--- config.mk ---
export PLATFORM = sky130hd
export DESIGN_NAME = link_reset_seq
export DESIGN_NICKNAME = d
export VERILOG_FILES = /design/src/source/hmc_lane_pkg.sv /design/src/source/link_reset_seq.sv
export SDC_FILE = /design/constraint.sdc
export NUM_CORES = 1
export LEC_CHECK = 0
export BUFFER_PORTS_ARGS = -buffer_cell sky130_fd_sc_hd__buf_2
export CORE_AREA = 5 5 47 49
export CTS_CLUSTER_DIAMETER = 150
export DETAILED_ROUTE_END_ITERATION = 6
export DIE_AREA = 0 0 52 54
export PLACE_DENSITY = 0.67
export REMOVE_ABC_BUFFERS = 1
export SYNTH_ARGS = -nofsm -noshare
export SYNTH_HDL_FRONTEND = slang
export SYNTH_SLANG_ARGS = --single-unit
--- constraint.sdc ---
create_clock -name clk_hmc -period 1.2 [get_ports clk_hmc]
set_input_delay 0.12 -clock clk_hmc [delete_from_list [all_inputs] [get_ports clk_hmc]]
set_output_delay 0.12 -clock clk_hmc [all_outputs]
set_load 0.02 [all_outputs]
--- src/source/hmc_lane_pkg.sv ---
package hmc_lane_pkg;

  // --------------------
  // Lane geometry
  // --------------------

  // Half-width HMC link, eight serial lanes
  localparam int num_lanes  = 8;
  localparam int lane_width = 64;                     // Fabric word per transceiver
  localparam int link_width = num_lanes * lane_width; // Full link word, 512 bits

  typedef logic [lane_width-1:0] lane_word_t;         // One lane worth of data
  typedef lane_word_t [num_lanes-1:0] link_word_t;    // Lane 0 sits in bits 63:0

  // Transceiver channel number, 0 to 7
  typedef logic [$clog2(num_lanes)-1:0] lane_idx_t;

  // Entry i names the channel that carries link lane i
  typedef lane_idx_t [num_lanes-1:0] lane_map_t;

  // --------------------
  // Mezzanine site maps
  // --------------------

  // Site 2, lanes land on PHY21 and PHY22 quads
  localparam lane_map_t lane_map_site2 = '{
    0: 3'd7,   // PHY22 lane 3
    1: 3'd4,   // PHY22 lane 0
    2: 3'd3,   // PHY21 lane 3
    3: 3'd0,   // PHY21 lane 0
    4: 3'd6,   // PHY22 lane 2
    5: 3'd5,   // PHY22 lane 1
    6: 3'd2,   // PHY21 lane 2
    7: 3'd1    // PHY21 lane 1
  };

  // Site 3, lanes land on PHY11 and PHY12 quads
  localparam lane_map_t lane_map_site3 = '{
    0: 3'd0,   // PHY11 lane 3
    1: 3'd3,   // PHY11 lane 0
    2: 3'd4,   // PHY12 lane 3
    3: 3'd7,   // PHY12 lane 0
    4: 3'd1,   // PHY11 lane 2
    5: 3'd2,   // PHY11 lane 1
    6: 3'd5,   // PHY12 lane 2
    7: 3'd6    // PHY12 lane 1
  };

  // --------------------
  // Reset sequencing
  // --------------------

  // Controller leaves reset once this counter bit sets, 2^17 locked cycles
  localparam int reset_count_log2 = 17;

  // --------------------
  // Status groups
  // --------------------

  // Flags reported by the transceiver wrapper
  typedef struct packed {
    logic mmcm_locked;   // Fabric clock manager locked
    logic qpll_lock0;    // Quad PLL, first quad
    logic qpll_lock1;    // Quad PLL, second quad
    logic phy_tx_ready;  // TX reset sequence finished
    logic phy_rx_ready;  // RX reset sequence finished
  } gt_status_t;

  // Flags the bridge hands upward
  typedef struct packed {
    logic qpll_lock;          // Both quad PLLs locked
    logic tx_phy_reset_done;
    logic rx_phy_reset_done;
    logic link_rx_ready;      // RX ready and init sequence complete
    logic hmc_reset;          // Controller held in reset
  } bridge_status_t;

endpackage
--- src/source/link_reset_seq.sv ---
`timescale 1ns/1ps

// Holds the link controller in reset until the fabric clock
// manager has been locked for 2^reset_count_log2 cycles.
// Losing lock only pauses the count, it does not restart it.
module link_reset_seq
  import hmc_lane_pkg::*;
(
  input  logic clk_hmc,
  input  logic SOFT_RESET_IN,
  input  logic mmcm_locked,   // From the transceiver wrapper
  output logic hmc_reset      // High keeps the controller in reset
);

  // --------------------
  // Lock counter
  // --------------------

  logic [reset_count_log2:0] rst_cnt;   // Top bit is the done flag
  logic                      rst_done;  // Lock interval complete

  assign rst_done = rst_cnt[reset_count_log2];

  // Counts locked cycles only, freezes once done sets
  always_ff @(posedge clk_hmc or posedge SOFT_RESET_IN) begin
    if (SOFT_RESET_IN) begin
      rst_cnt <= '0;
    end else if (mmcm_locked && !rst_done) begin
      rst_cnt <= rst_cnt + 1'b1;
    end
  end

  // --------------------
  // Reset output
  // --------------------

  // Straight from the flop, no extra stage
  assign hmc_reset = ~rst_done;   // Stays low until the next soft reset

endmodule

# [Yosys cells after proc, flatten, opt, wreduce, memory -nomap -nowiden]
# Cells that the tools add are included.
[totals] output_inout_bits=1 wordCells=5 input_bits=3 reg_bits=18
[op_classes] n_reduce_logical=2 addsub=1 bitwise=1
[ops] op="$add 18x1->18 const B" count=1
[ops] op="$logic_and 1x1->1" count=1
[ops] op="$logic_not 1->1" count=1
[ops] op="$not 1->1" count=1

# [Logic depth before layout (Yosys ltp)]
[depth] word_depth=2 mapped_depth=5 mapped_depth_nobuf=4

# [Worst setup path after synthesis]
# Ideal clock, no wire load.
[synth_timing] path_type="register to register" from="register rst_cnt[17]" to="register rst_cnt[9]" required_time_ps=1125 setup_time_ps=75 slack_ps=-60 synth_period_minus_slack_ps=1260 arrival_time_ps=1185 n_path_buf=1 stages_incl_launch_ff=6 cell_sequence="dfrtp_1 > nor2b_1 > buf_4 > and4_4 > and4_4 > xor2_2"
[synth_via] elab_chain_cells=2
[synth_rtl] item="start, declared" line_no="link_reset_seq.sv:19" text="logic [reset_count_log2:0] rst_cnt;"
[synth_rtl] item="start signal, assigned" line_no="link_reset_seq.sv:29" text="rst_cnt <= rst_cnt + 1'b1;"
[synth_rtl] item="$logic_not 1->1" line_no="link_reset_seq.sv:28" text="end else if (mmcm_locked && !rst_done) begin"
[synth_rtl] item="$logic_and 1x1->1" line_no="link_reset_seq.sv:28"
# Every way passes these cells.
# A chain may end at the register's enable or synchronous reset.

# [Worst setup path after layout]
[layout_timing] from="register rst_cnt[17]" to="register rst_cnt[11]"
# The elaborated chain is that of the path after synthesis.

==> reports/metrics.yaml <==
outcome:
  failed_checks: "setup timing"
  status: "complete, but fails checks"
global_routing:
  grt_max_degree: 19
  antenna_found_initial: 0
  overflow: 0
  grt_pass1_vias: 602
  grtUsageTotal_pct: 13.4
  grt_pass1_wl_mm: 2.66
route:
  dr.pass1.iters: 4
  wl_per_cell_um: 11.6
  routed_wl_mm: 1.42
  drc_errors: 0
  drtAntennaViolNets: 0
  routed_via_density: 4.65
  via_count: 567
  drt_iter0_drc: 10
yosys:
  syn-instance-count: 67
  yosysUniqueCellTypes: 21
  synth-async-reset-ratio_pct: 100
  synthFlopType: "dfrtp_1"
  syn-cell-area_sq_um: 817
  synth_edf_count: 0
  synth-seq-cells: 18
  yosysSeqAreaShare_pct: 55.1
  syn_area_per_cell_sq_um: 12.2
  synth_warnings: 0
pwr:
  ir_worst_vdd_mv: 0.923
  leakage_nw: 0.563
  power_density_mw_per_mm2: 1570
  power.total_mw: 1.72
worst_setup_path:
  critPathMaxStageDelay_ns: 0.41
  timing.setup.critical_path_class: "flip-flop to flip-flop"
  end_kind: "flip-flop"
  cp_max_fo: 3
  critPathBufInv: 1
  crit_arrival_ns: 1.45
  cp.required_ns: 1.38
  cp_cell_sequence: "and3b_2, and4_4, buf_4, nand2_4, xnor2_2"
  slowest_stage: "dfrtp_1"
  start_kind: "flip-flop"
  path_delay_family: "simple AND/OR/NAND/NOR gates"
placement:
  dpl.hpwl_mm: 1.04
  gp_routability_congestion: 0.730
  dp_worst_setup_slack_ns: -0.0639
  io_buffers: 3
final_layout:
  final_common_cell: "buf_4"
  largest_reg_flops: 18
  largest_register: "rst_cnt"
  final_cell_mix: "buf_4 (20), dfrtp_1 (18), xnor2_1 (10)"
  drive_gt1_share_pct: 42.1
  nNetsFinal: 100
  largestRegisters: "rst_cnt x18"
  utilization_pct: 60.2
  syn2layout_area_growth_pct: 34.3
  n_antenna_cell: 0
die:
  initial_core_util_pct: 44.8
  die_w_um: 52
  ioPinCount: 4
  die-area_sq_mm: 0.00281
  placementRows: 16
  core-area_sq_mm: 0.00182
  die_h_um: 54
clock_network:
  clockBufferDepth: 2
  numCtsBuffers: 3
  clock_latency_ns: 0.29
  root_buffer: "clkbuf_4"
  clock-sinks: 18
  cts_tree: "yes"
  cts_htree_levels: 1
  clk_pin_slew_ns: 0.10
timing:
  slew_viol_final: 0
  period_needed_ns: 1.27
  finalSetupViolCount: 8
  finClkSkew_ns: 0.00179
  rsz0062_at_grt: "yes"
  fin_ws_ns: -0.0694
  fin_hold_ws_ns: 0.332
  fin_crit_sh_pct: 106
  hold_viol: 0
  max_slew.worst_pin.slew_ns: 0.230
  fmax_ghz: 0.788
  relSlewSlack_pct: 84.6
worst_hold_path:
  hp-class: "input pin to flip-flop"
run:
  max-cap-violations: 0
## tightest hold or removal path, stage by stage
cell and delay (ns):
buf_2 0.09, nor2b_2 0.18, buf_6 0.14, xor2_1 0.06
## final timing paths
kind / startpoint / to / slack (ns) / depth (start not counted)
worst max-delay path: rst_cnt[17] / rst_cnt[11] / -0.07 / 5
worst min-delay path: mmcm_locked / rst_cnt[0] / 0.33 / 4
worst max register to register: rst_cnt[17] / rst_cnt[11] / -0.07 / 5
worst min register to register: rst_cnt[12] / rst_cnt[12] / 0.47 / 1
max in group asynchronous: SOFT_RESET_IN / rst_cnt[6] / 0.63 / 4
min in group asynchronous: SOFT_RESET_IN / rst_cnt[5] / 0.38 / 4
## report_power, final
group / leakage (nW) / total [mW] / switching [mW] / internal [mW]
registers: 0.240 / 0.779 / 0.0621 / 0.717
clock network: 0.0210 / 0.366 / 0.182 / 0.185
logic: 0.303 / 0.574 / 0.217 / 0.357
## area by class of cell
| cell class | instances | area, sq um |
|---|---|---|
| repair buffers | 25 | 193 |
| inverters | 2 | 7.51 |
| multi-input cells | 46 | 377 |
| fillers | 150 | 724 |
| well taps | 27 | 33.8 |
| flip-flops and latches | 18 | 450 |
| clock buffers | 4 | 36.3 |
## per-layer routing
metal | wire length [um] | up-vias | track usage (%)
li1 | - | 282 | -
met1 | 660 | 281 | 17.1
met2 | 718 | 2 | 20.3
met3 | 29 | 2 | 2.49
met4 | 8 | 0 | 9.61
met5 | 0 | - | 0
## synth_stat cells (2+ instances only)
| cell | instances | share of area (%) |
|---|---|---|
| nand3_1 | 2 | 1.2 |
| nor2b_1 | 2 | 1.5 |
| xor2_1 | 4 | 4.3 |
| nor2_1 | 2 | 0.92 |
| and4_4 | 2 | 2.8 |
| and4_1 | 2 | 2.1 |
| inv_1 | 2 | 0.92 |
| and2_1 | 2 | 1.5 |
| xnor2_1 | 11 | 12 |
| dfrtp_1 | 18 | 55 |
| nand2_1 | 7 | 3.2 |
| nand4_1 | 4 | 3.1 |
## repair_timing
action,CTS,global route
hold buffers,1,0
setup endpoints to repair,6,10
gates cloned,0,0
endpoints found under the hold margin,18,0
resized for setup,3,8
buffers inserted,1,3
pin swaps,6,6
## cells by family (layout without fill, tap and decap cells)
group / count (synthesis) / after routing / synth area share, %
adders and majority gates: 1 / 1 / 1.53
buffers and inverters: 3 / 31 / 1.84
xor gates and xnor gates: 16 / 16 / 18.1
muxes: 1 / 1 / 1.38
and+or+nand+nor: 27 / 27 / 20.8
DFF: 18 / 18 / 55.1
AOI/OAI and AO/OA: 1 / 1 / 1.23
## metrics by stage
step | area [sq um] | setup TNS (ns) | instances
after floorplan | 810 | -0.316 | 66
after global placement | 986 | -0.0392 | 113
after detailed placement | 986 | -0.137 | 113
after CTS | 1050 | -0.165 | 119
after global routing | 1100 | -0.817 | 122
final | 1100 | -0.268 | 122
(Power assumes the default switching activity.)
