`src/source/hmc_lane_pkg.sv`:
```
package hmc_lane_pkg;

  // --------------------
  // Lane geometry
  // --------------------

  // Half-width HMC link, eight serial lanes
  localparam int num_lanes  = 8;
  localparam int lane_width = 64;                     // Fabric word per transceiver
  localparam int link_width = num_lanes * lane_width; // Full link word, 512 bits

  typedef logic [lane_width-1:0] lane_word_t;         // One lane worth of data
  typedef lane_word_t [num_lanes-1:0] link_word_t;    // Lane 0 sits in bits 63:0

  // Transceiver channel number, 0 to 7
  typedef logic [$clog2(num_lanes)-1:0] lane_idx_t;

  // Entry i names the channel that carries link lane i
  typedef lane_idx_t [num_lanes-1:0] lane_map_t;

  // --------------------
  // Mezzanine site maps
  // --------------------

  // Site 2, lanes land on PHY21 and PHY22 quads
  localparam lane_map_t lane_map_site2 = '{
    0: 3'd7,   // PHY22 lane 3
    1: 3'd4,   // PHY22 lane 0
    2: 3'd3,   // PHY21 lane 3
    3: 3'd0,   // PHY21 lane 0
    4: 3'd6,   // PHY22 lane 2
    5: 3'd5,   // PHY22 lane 1
    6: 3'd2,   // PHY21 lane 2
    7: 3'd1    // PHY21 lane 1
  };

  // Site 3, lanes land on PHY11 and PHY12 quads
  localparam lane_map_t lane_map_site3 = '{
    0: 3'd0,   // PHY11 lane 3
    1: 3'd3,   // PHY11 lane 0
    2: 3'd4,   // PHY12 lane 3
    3: 3'd7,   // PHY12 lane 0
    4: 3'd1,   // PHY11 lane 2
    5: 3'd2,   // PHY11 lane 1
    6: 3'd5,   // PHY12 lane 2
    7: 3'd6    // PHY12 lane 1
  };

  // --------------------
  // Reset sequencing
  // --------------------

  // Controller leaves reset once this counter bit sets, 2^17 locked cycles
  localparam int reset_count_log2 = 17;

  // --------------------
  // Status groups
  // --------------------

  // Flags reported by the transceiver wrapper
  typedef struct packed {
    logic mmcm_locked;   // Fabric clock manager locked
    logic qpll_lock0;    // Quad PLL, first quad
    logic qpll_lock1;    // Quad PLL, second quad
    logic phy_tx_ready;  // TX reset sequence finished
    logic phy_rx_ready;  // RX reset sequence finished
  } gt_status_t;

  // Flags the bridge hands upward
  typedef struct packed {
    logic qpll_lock;          // Both quad PLLs locked
    logic tx_phy_reset_done;
    logic rx_phy_reset_done;
    logic link_rx_ready;      // RX ready and init sequence complete
    logic hmc_reset;          // Controller held in reset
  } bridge_status_t;

endpackage
```
`src/source/lane_permute.sv`:
```
`timescale 1ns/1ps

// One registered stage that reorders whole lanes.
// to_phy = 1 scatters link lane i onto channel lane_map[i],
// to_phy = 0 gathers channel lane_map[i] back into link lane i.
// The map must be a permutation, so every output lane has one source.
module lane_permute
  import hmc_lane_pkg::*;
#(
  parameter type       lane_t   = lane_word_t,     // Payload of one lane
  parameter lane_map_t lane_map = lane_map_site2,  // Link lane to channel map
  parameter bit        to_phy   = 1'b1             // Direction of the reorder
) (
  input  logic                  clk_hmc,
  input  logic                  SOFT_RESET_IN,
  input  lane_t [num_lanes-1:0] lanes_in,   // Indexed by source order
  output lane_t [num_lanes-1:0] lanes_out   // Indexed by destination order
);

  // --------------------
  // Lane crossbar
  // --------------------

  lane_t [num_lanes-1:0] lanes_routed;  // Reordered word, before the register

  // Map is a parameter, so this folds down to plain wiring
  always_comb begin
    lanes_routed = '0;  // Only reached by a map that is not a permutation
    for (int i = 0; i < num_lanes; i++) begin
      if (to_phy) begin
        // Scatter toward the transceivers
        lanes_routed[lane_map[i]] = lanes_in[i];
      end else begin
        // Gather back into link order
        lanes_routed[i] = lanes_in[lane_map[i]];
      end
    end
  end

  // --------------------
  // Output register
  // --------------------

  // One cycle latency, new word accepted every cycle
  always_ff @(posedge clk_hmc or posedge SOFT_RESET_IN) begin
    if (SOFT_RESET_IN) begin
      lanes_out <= '0;          // Idle lanes while in soft reset
    end else begin
      lanes_out <= lanes_routed;
    end
  end

endmodule

```
`config.mk`:
```
export PLATFORM = sky130hd
export DESIGN_NAME = lane_permute
export DESIGN_NICKNAME = d
export VERILOG_FILES = /design/src/source/hmc_lane_pkg.sv /design/src/source/lane_permute.sv
export SDC_FILE = /design/constraint.sdc
export NUM_CORES = 1
export LEC_CHECK = 0
export ABC_CLOCK_PERIOD_IN_PS = 39300
export CAP_MARGIN = 20
export CORE_AREA = 2 2 394 396
export CTS_CLUSTER_SIZE = 24
export DETAILED_ROUTE_END_ITERATION = 8
export DIE_AREA = 0 0 396 398
export DONT_BUFFER_PORTS = 1
export SLEW_MARGIN = 10
export SYNTH_ARGS = -nofsm -noshare
export SYNTH_HDL_FRONTEND = slang
export SYNTH_SLANG_ARGS = --single-unit
```
`constraint.sdc`:
```
create_clock -name clk_hmc -period 39.3 [get_ports clk_hmc]
set_input_delay 3.93 -clock clk_hmc [delete_from_list [all_inputs] [get_ports clk_hmc]]
set_output_delay 3.93 -clock clk_hmc [all_outputs]
set_load 0.05 [all_outputs]
```
## Word level (Yosys, flattened, before mapping)

Index checks and enable logic that the tools add are counted.

- Flip-flop bits (word level): 512
- Bits in latches: 0
- Memory bits (writable): 0
- ROM bits: 0
- Input bits: 514
- Output and inout port bits: 512
- Logic and storage cells: 8
- Memories: 0

- $add $sub $neg: 0
- Multipliers: 0
- Div/mod/pow operators: 0
- $lt $le $gt $ge: 0
- Eq/ne operators: 0
- Shifts and indexed selects: 0
- Multiplexer cells: 0
- Bitwise logic cells: 0
- Reduce and logical (&&, ||, !) cells: 0

## Logic depth before layout (Yosys ltp)

Gate-level depths: netlist of the first run.

- Word-level depth: 0
- Depth in mapped cells: 1
- Depth with buffers taken out: 1

## Least setup slack after synthesis of the first run

OpenSTA, ideal clock, no wires.

- Path kind: register to output
- Start: register lanes_out[0] (netlist name)
- End: output lanes_out[0] (netlist name)
- Arrival time: 0.586 ns
- Required time: 35.370 ns
- Setup slack: 34.784 ns
- Cell stages (with the launch flop): 1
- Path buffers: 0
- Path through: dfrtp_1

RTL lines:

| what | line | text |
|---|---|---|
| start: declaration | lane_permute.sv:17 | `output lane_t [num_lanes-1:0] lanes_out` |
| start signal: assignment | lane_permute.sv:49 | `lanes_out <= lanes_routed;` |

No word-level cell between the ends.

==> out/results.tsv, run 1 <==
stage	metric	value	unit
floorplan	die area	158000	um2
yosys	top cells by area, synth	dfrtp_1, inv_1	
yosys	flop and latch count out of synthesis	512	
detailed_routing	antenna viol nets, final	0	
place	Placer Congestion	0.898	
floorplan	site row count	144	
floorplan	die width	396	um
timing	Period Utilization, post-route	15.8	%
yosys	number of synthesized flops with an enable pin	0	
timing	Least-Margin Pin Slew	0.954	ns
global_route	antenna violations before repair	176	
setup_path	Setup CP Type	in -> async	
detailed_routing	DRC	0	
pwr	Peak VDD IR	0.0358	mV
final_layout	NumNets Final	1096	
detailed_routing	Pre-antenna DRT Iters	4	
setup_path	Worst Path Arrival	6.86	ns
pwr	Tot Pwr	1.30	mW
global_route	gr usage total	11.5	%
pwr	Logic pwr share	0.9	%
setup_path	largest fanout on the critical path	100	
timing	unrepaired setup endpoints after global routing	false	
floorplan	chip height	398	um
yosys	Synth Area per Inst	25.0	um2
clock_network	clock slew at reported path FFs	0.06	ns
yosys	Post-synth top cells	dfrtp_1, inv_1	
detailed_routing	Vias/cell	2.20	
yosys	mapped cell area	12800	um2
run_status	status	finished clean	
final_layout	Largest Register	lanes_out	
pwr	switching portion of total power	30.5	%
yosys	Post-Synthesis Cells	513	
clock_network	Clock Tree Root	clkbuf_16	
detailed_routing	via count	6048	
final_layout	layout cells sized above 1	18.1	%
place	port buffer count	0	
setup_path	Startpoint Class	input port	
floorplan	core footprint	153000	um2
timing	setup TNS	0	ns
clock_network	hold buffers post-CTS	0	
final_layout	filler cell count	17000	
pwr	share of power burned in the clock network	46.8	%
clock_network	Clock Path Buffers	3	
yosys	Yosys top cell area share	100	%
floorplan	Top-Level Pins	1026	
clock_network	Sink Count	512	
timing	WHS	3.21	ns
detailed_routing	DR WL/cell	34.4	um
yosys	asr flop ratio synth	100	%
timing	Setup-failing EPs final	0	
yosys	Synth area leader	dfrtp_1	
clock_network	Post-CTS Setup Bufs	0	
global_route	pin count of the biggest net entering global routing	139	
timing	Final Hold Vio Count	0	
final_layout	Top Registers	lanes_out (512)	
setup_path	CP most frequent cell	buf_4	
timing	fmax	161	MHz
clock_network	Resized Gates After CTS	0	
yosys	Distinct cells, synth	2	
setup_path	Max stage delay cell, worst path	buf_4	
detailed_routing	WL final	94.6	mm
worst_hold_path	hold crit path type	in -> async	
detailed_routing	Initial DRC Count	584	
setup_path	max incr delay on CP	0.81	ns
yosys	ys flop type	dfrtp_1	
yosys	YS warnings	0	
place	post-DP HPWL	80.3	mm
job	Max Cap Viol	0	
setup_path	CP Data Required Time	39.95	ns
pwr	Pwr Density	73.2	nW/um2
global_route	first-pass GRT wire length	110	mm
final_layout	multi-input logic area	0	um2
pwr	switching pwr	0.397	mW
clock_network	CTS tree	done	
timing	worst rel slew slack	36.4	%
clock_network	H-tree lvl count	2	
final_layout	P&R area growth vs syn	39.1	%
final_layout	#MultiIn Comb	0	
global_route	vias in the first global route	6260	
clock_network	cts bufs inserted	61	
setup_path	worst path cell trace	inv_8, buf_4, buf_4, buf_4	
global_route	grt ovf	0	
pwr	Power Internal	0.907	mW
timing	count of pins over their slew limit	0	
yosys	Post-Syn Nets	1027	
floorplan	initial core utilization	8.36	%
yosys	count leader, synth	dfrtp_1	
final_layout	max FFs per register	512	
final_layout	storage element area	12800	um2
pwr	Leakage	7.07	nW
timing	post-route minimum period	6.21	ns
yosys	Seq/Total Area, Yosys	100	%
pwr	part of the power in registers	52.3	%
setup_path	Crit. End Element	async pin	
cell families (layout without fill, tap and decap cells):
kind of cell           count (synthesis)  count (layout)  synth area share, %
buffers and inverters                  1             118               0.0293
flip-flops                           512             512                  100
other                                  0              77                    0
layout make-up:
type	instances	share of cell area, %
Tap cell	2044	14.3
Inverter	1	0.0632
Clock buffer	75	9.42
Timing Repair Buffer	6	0.456
Clock inverter	36	2.74
Sequential cell	512	71.9
Antenna cell	77	1.08
worst max path at each step:
| stage | start | to | cells past startpoint |
|---|---|---|---|
| floorplan | SOFT_RESET_IN | lanes_out[0] | 1 |
| global placement | SOFT_RESET_IN | lanes_out[124] | 4 |
| detailed placement | SOFT_RESET_IN | lanes_out[124] | 4 |
| CTS | SOFT_RESET_IN | lanes_out[124] | 4 |
| global route | SOFT_RESET_IN | lanes_out[134] | 4 |
| finish | SOFT_RESET_IN | lanes_out[231] | 4 |
through the flow:
stage          setup WS [ns]  cells  utilization (%)  instance area (um2)
4_1_cts                32.85   2673             11.5                17600
6_report               33.09   2751             11.6                17800
3_5_place_dp           32.10   2562             10.1                15400
3_3_place_gp           32.16   2562             10.1                15400
2_1_floorplan          21.07    513                -                12800
5_1_grt                32.58   2690             11.5                17700
power groups by stage:
stage / clock (mW) / sequential [mW] / combinational, mW
finish: 0.610 / 0.682 / 0.0114
global route: 0.658 / 0.684 / 0.0136
CTS: 0.636 / 0.686 / 0.0119
floorplan: 0 / 0.669 / 0.00760
detailed placement: 0 / 0.695 / 0.0120
global placement: 0 / 0.696 / 0.0112
layout by cell type (no fill, tap or decap), drive strengths merged:
master and instances:
dfrtp 512, diode 77, clkbuf 75, clkinv 17, inv 10, bufinv 7
buf 6, clkinvlp 3
per-layer routing:
layer	vias to the layer above	GRT usage [%]	wire, um
met3	249	11.8	19700
met4	166	2.96	2400
met5	-	0	1030
met1	3125	9.88	27000
li1	1837	-	-
met2	671	18.4	44500
worst max-delay path, delay by kind of cell:
| kind | cells | cell delay, ns |
|---|---|---|
| buf+inv | 4 | 2.73 |
Power figures use the tool's default switching activity.
==> run 2: changes to the inputs <==
- ABC_CLOCK_PERIOD_IN_PS: 39300 -> 5200
- CORE_AREA: 2 2 394 396 -> 2 2 400 402
- DIE_AREA: 0 0 396 398 -> 0 0 402 404
- clock period: 39.3 -> 5.2 ns (I/O delays scaled with it)
==> run 2 against run 1 <==
  * Worst hold slack worse by 2.8 ns
  * Count of clock-buffer cells in the layout grew 12
  * Total power increased to 7.9 times the previous value
  * Via count increased by 32%
  * Sequential share of layout area is 16 points lower
  * Sequential cell count stayed put
  * Non-clock buffer count increased by 511
  * Utilization rose by 2.9 points
  * Clock power rose to 7.7 times the previous value
  * Global-route usage about the same
  * Die area grew 3.0%
  * Critical path type is now reg -> out
  * Critical endpoint is now lanes_out[427]
  * Largest power group unchanged
==> out/results.tsv, run 2 (synthesis gave the netlist of run 1 again) <==
stage	metric	value	unit	change
pwr	Peak VDD IR	0.228	mV	was 0.0358 mV
pwr	Power Internal	7.15	mW	was 0.907 mW
detailed_routing	via count	7983		was 6048
timing	count of pins over their slew limit	0		unchanged
detailed_routing	DRC	0		unchanged
global_route	vias in the first global route	9062		was 6260
detailed_routing	Vias/cell	2.45		was 2.20
floorplan	die area	162000	um2	was 158000 um2
pwr	share of power burned in the clock network	45.4	%	was 46.8%
timing	Setup-failing EPs final	0		unchanged
floorplan	core footprint	158000	um2	was 153000 um2
timing	Final Hold Vio Count	0		unchanged
floorplan	Top-Level Pins	1026		unchanged
final_layout	layout cells sized above 1	9.84	%	was 18.1%
pwr	switching pwr	3.18	mW	was 0.397 mW
detailed_routing	antenna viol nets, final	0		unchanged
clock_network	Sink Count	512		unchanged
place	Placer Congestion	0.927		was 0.898
worst_hold_path	Hold Path Stages	1		
timing	fmax	473	MHz	
setup_path	Worst Path Arrival	1.59	ns	was 6.86 ns
pwr	part of the power in registers	49.9	%	was 52.3%
detailed_routing	DR WL/cell	29.2	um	was 34.4 um
floorplan	site row count	146		was 144
final_layout	max FFs per register	512		unchanged
final_layout	NumNets Final	1612		was 1096
global_route	pin count of the biggest net entering global routing	150		was 139
setup_path	Crit. End Element	output pin		was async pin
pwr	Leakage	9.22	nW	was 7.07 nW
timing	Period Utilization, post-route	40.6	%	
setup_path	largest fanout on the critical path	1		was 100
global_route	grt ovf	0		unchanged
clock_network	cts bufs inserted	66		was 61
clock_network	H-tree lvl count	3		was 2
final_layout	multi-input logic area	0	um2	unchanged
run_status	status	finished clean		unchanged
timing	setup TNS	0	ns	unchanged
floorplan	initial core utilization	8.12	%	was 8.36%
final_layout	most frequent cells in the layout	dlygate4sd3_1, dfrtp_1, clkbuf_16, inv_6, clkbuf_1		was dfrtp_1, clkbuf_16, clkbuf_8, clkinv_2, bufinv_16
global_route	gr usage total	11.5	%	about the same
pwr	Pwr Density	451	nW/um2	was 73.2 nW/um2
global_route	first-pass GRT wire length	118	mm	was 110 mm
floorplan	die width	402	um	was 396 um
worst_hold_path	hold crit path type	in -> reg		was in -> async
final_layout	Finished Cell Area	22900	um2	was 17800 um2
setup_path	Startpoint Class	flop		was input port
clock_network	Clock Tree Root	clkbuf_16		unchanged
final_layout	Largest Register	lanes_out		unchanged
detailed_routing	Pre-antenna DRT Iters	4		unchanged
final_layout	P&R area growth vs syn	78.9	%	was 39.1%
setup_path	Setup CP Type	reg -> out		was in -> async
setup_path	critical path startpoint	lanes_out[427]		was SOFT_RESET_IN
place	DP Area	15500	um2	was 15400 um2
timing	Least-Margin Pin Slew	0.924	ns	was 0.954 ns
detailed_routing	Initial DRC Count	524		was 584
place	port buffer count	0		unchanged
final_layout	most common cell after layout, fill and taps aside	dlygate4sd3_1		was dfrtp_1
floorplan	chip height	404	um	was 398 um
global_route	antenna violations before repair	118		was 176
worst_hold_path	Hold Crit Start	lanes_in[93]		
pwr	Logic pwr share	4.7	%	was 0.9%
final_layout	Top Registers	lanes_out (512)		unchanged
clock_network	Resized Gates After CTS	0		unchanged
clock_network	Post-CTS Setup Bufs	0		unchanged
clock_network	clock slew at reported path FFs	0.07	ns	was 0.06 ns
setup_path	number of cells on the critical path	0		was 4
final_layout	#MultiIn Comb	0		unchanged
timing	unrepaired setup endpoints after global routing	false		unchanged
timing	post-route minimum period	2.11	ns	
detailed_routing	WL final	95.1	mm	was 94.6 mm
pwr	switching portion of total power	30.8	%	was 30.5%
job	Max Cap Viol	0		unchanged
place	post-DP HPWL	77.5	mm	was 80.3 mm
setup_path	CP Data Required Time	4.68	ns	was 39.95 ns
clock_network	Clock Path Buffers	3		unchanged
clock_network	CTS tree	done		unchanged
timing	worst rel slew slack	38.4	%	was 36.4%
## run 2: cell types whose count changed in the layout (fill, tap and decap cells not counted), moves of 4 or more
cell,previous run,this run
inv_6,6,10
clkbuf_1,4,10
clkinv_4,6,2
bufinv_16,7,3
dlygate4sd3_1,0,513
clkbuf_16,61,68
diode_2,77,41
## run 2: through the flow
step                      hold WS [ns]  utilization (%)  power [mW]  worst slack (ns)  cells
after floorplan                  0.551                -        5.11             -2.27    513
after global placement           0.523             9.82        5.34              3.45   2589
after detailed placement         0.551             9.82        5.34              3.29   2589
after CTS                        0.303             14.5        10.6              2.98   3220
after global routing             0.349             14.5        10.8              3.04   3241
final                            0.411             14.5        10.3              3.09   3261
## run 2: power groups by stage
| stage | clock network (mW) | registers (mW) | logic, mW |
|---|---|---|---|
| CTS | 4.91 | 5.18 | 0.490 |
| detailed placement | 0 | 5.25 | 0.0924 |
| global placement | 0 | 5.26 | 0.0859 |
| floorplan | 0 | 5.06 | 0.0580 |
| finish | 4.69 | 5.16 | 0.483 |
| global route | 5.07 | 5.17 | 0.520 |
## run 2: repair_timing
action / 4_1_cts / 5_1_grt
endpoints found under the setup margin: 0 / 0
hold buffers: 513 / 0
hold endpoints to repair: 537 / 0
## run 2: routing by layer
metal / track usage (%) / part of all wire [%] / up-vias
li1: - / - / 2829
met1: 12.9 / 37 / 4191
met2: 18.8 / 48 / 704
met3: 5.41 / 11 / 185
met4: 4.17 / 3.1 / 74
met5: 0 / 0.47 / -
## run 2: cell type report
class,count,area [um2]
Fill cell,17500,135000
Sequential cell,512,12800
Timing Repair Buffer,517,5220
Clock inverter,31,332
Clock buffer,87,1860
Tap cell,2072,2590
Inverter,1,7.51
Antenna cell,41,103
## run 2: path summary, 6_finish.rpt
kind | end | slack, ns
max | lanes_out[427] | 3.09
min | lanes_out[157] | 0.41
max in group asynchronous | lanes_out[190] | 3.40
min in group asynchronous | lanes_out[86] | 0.50
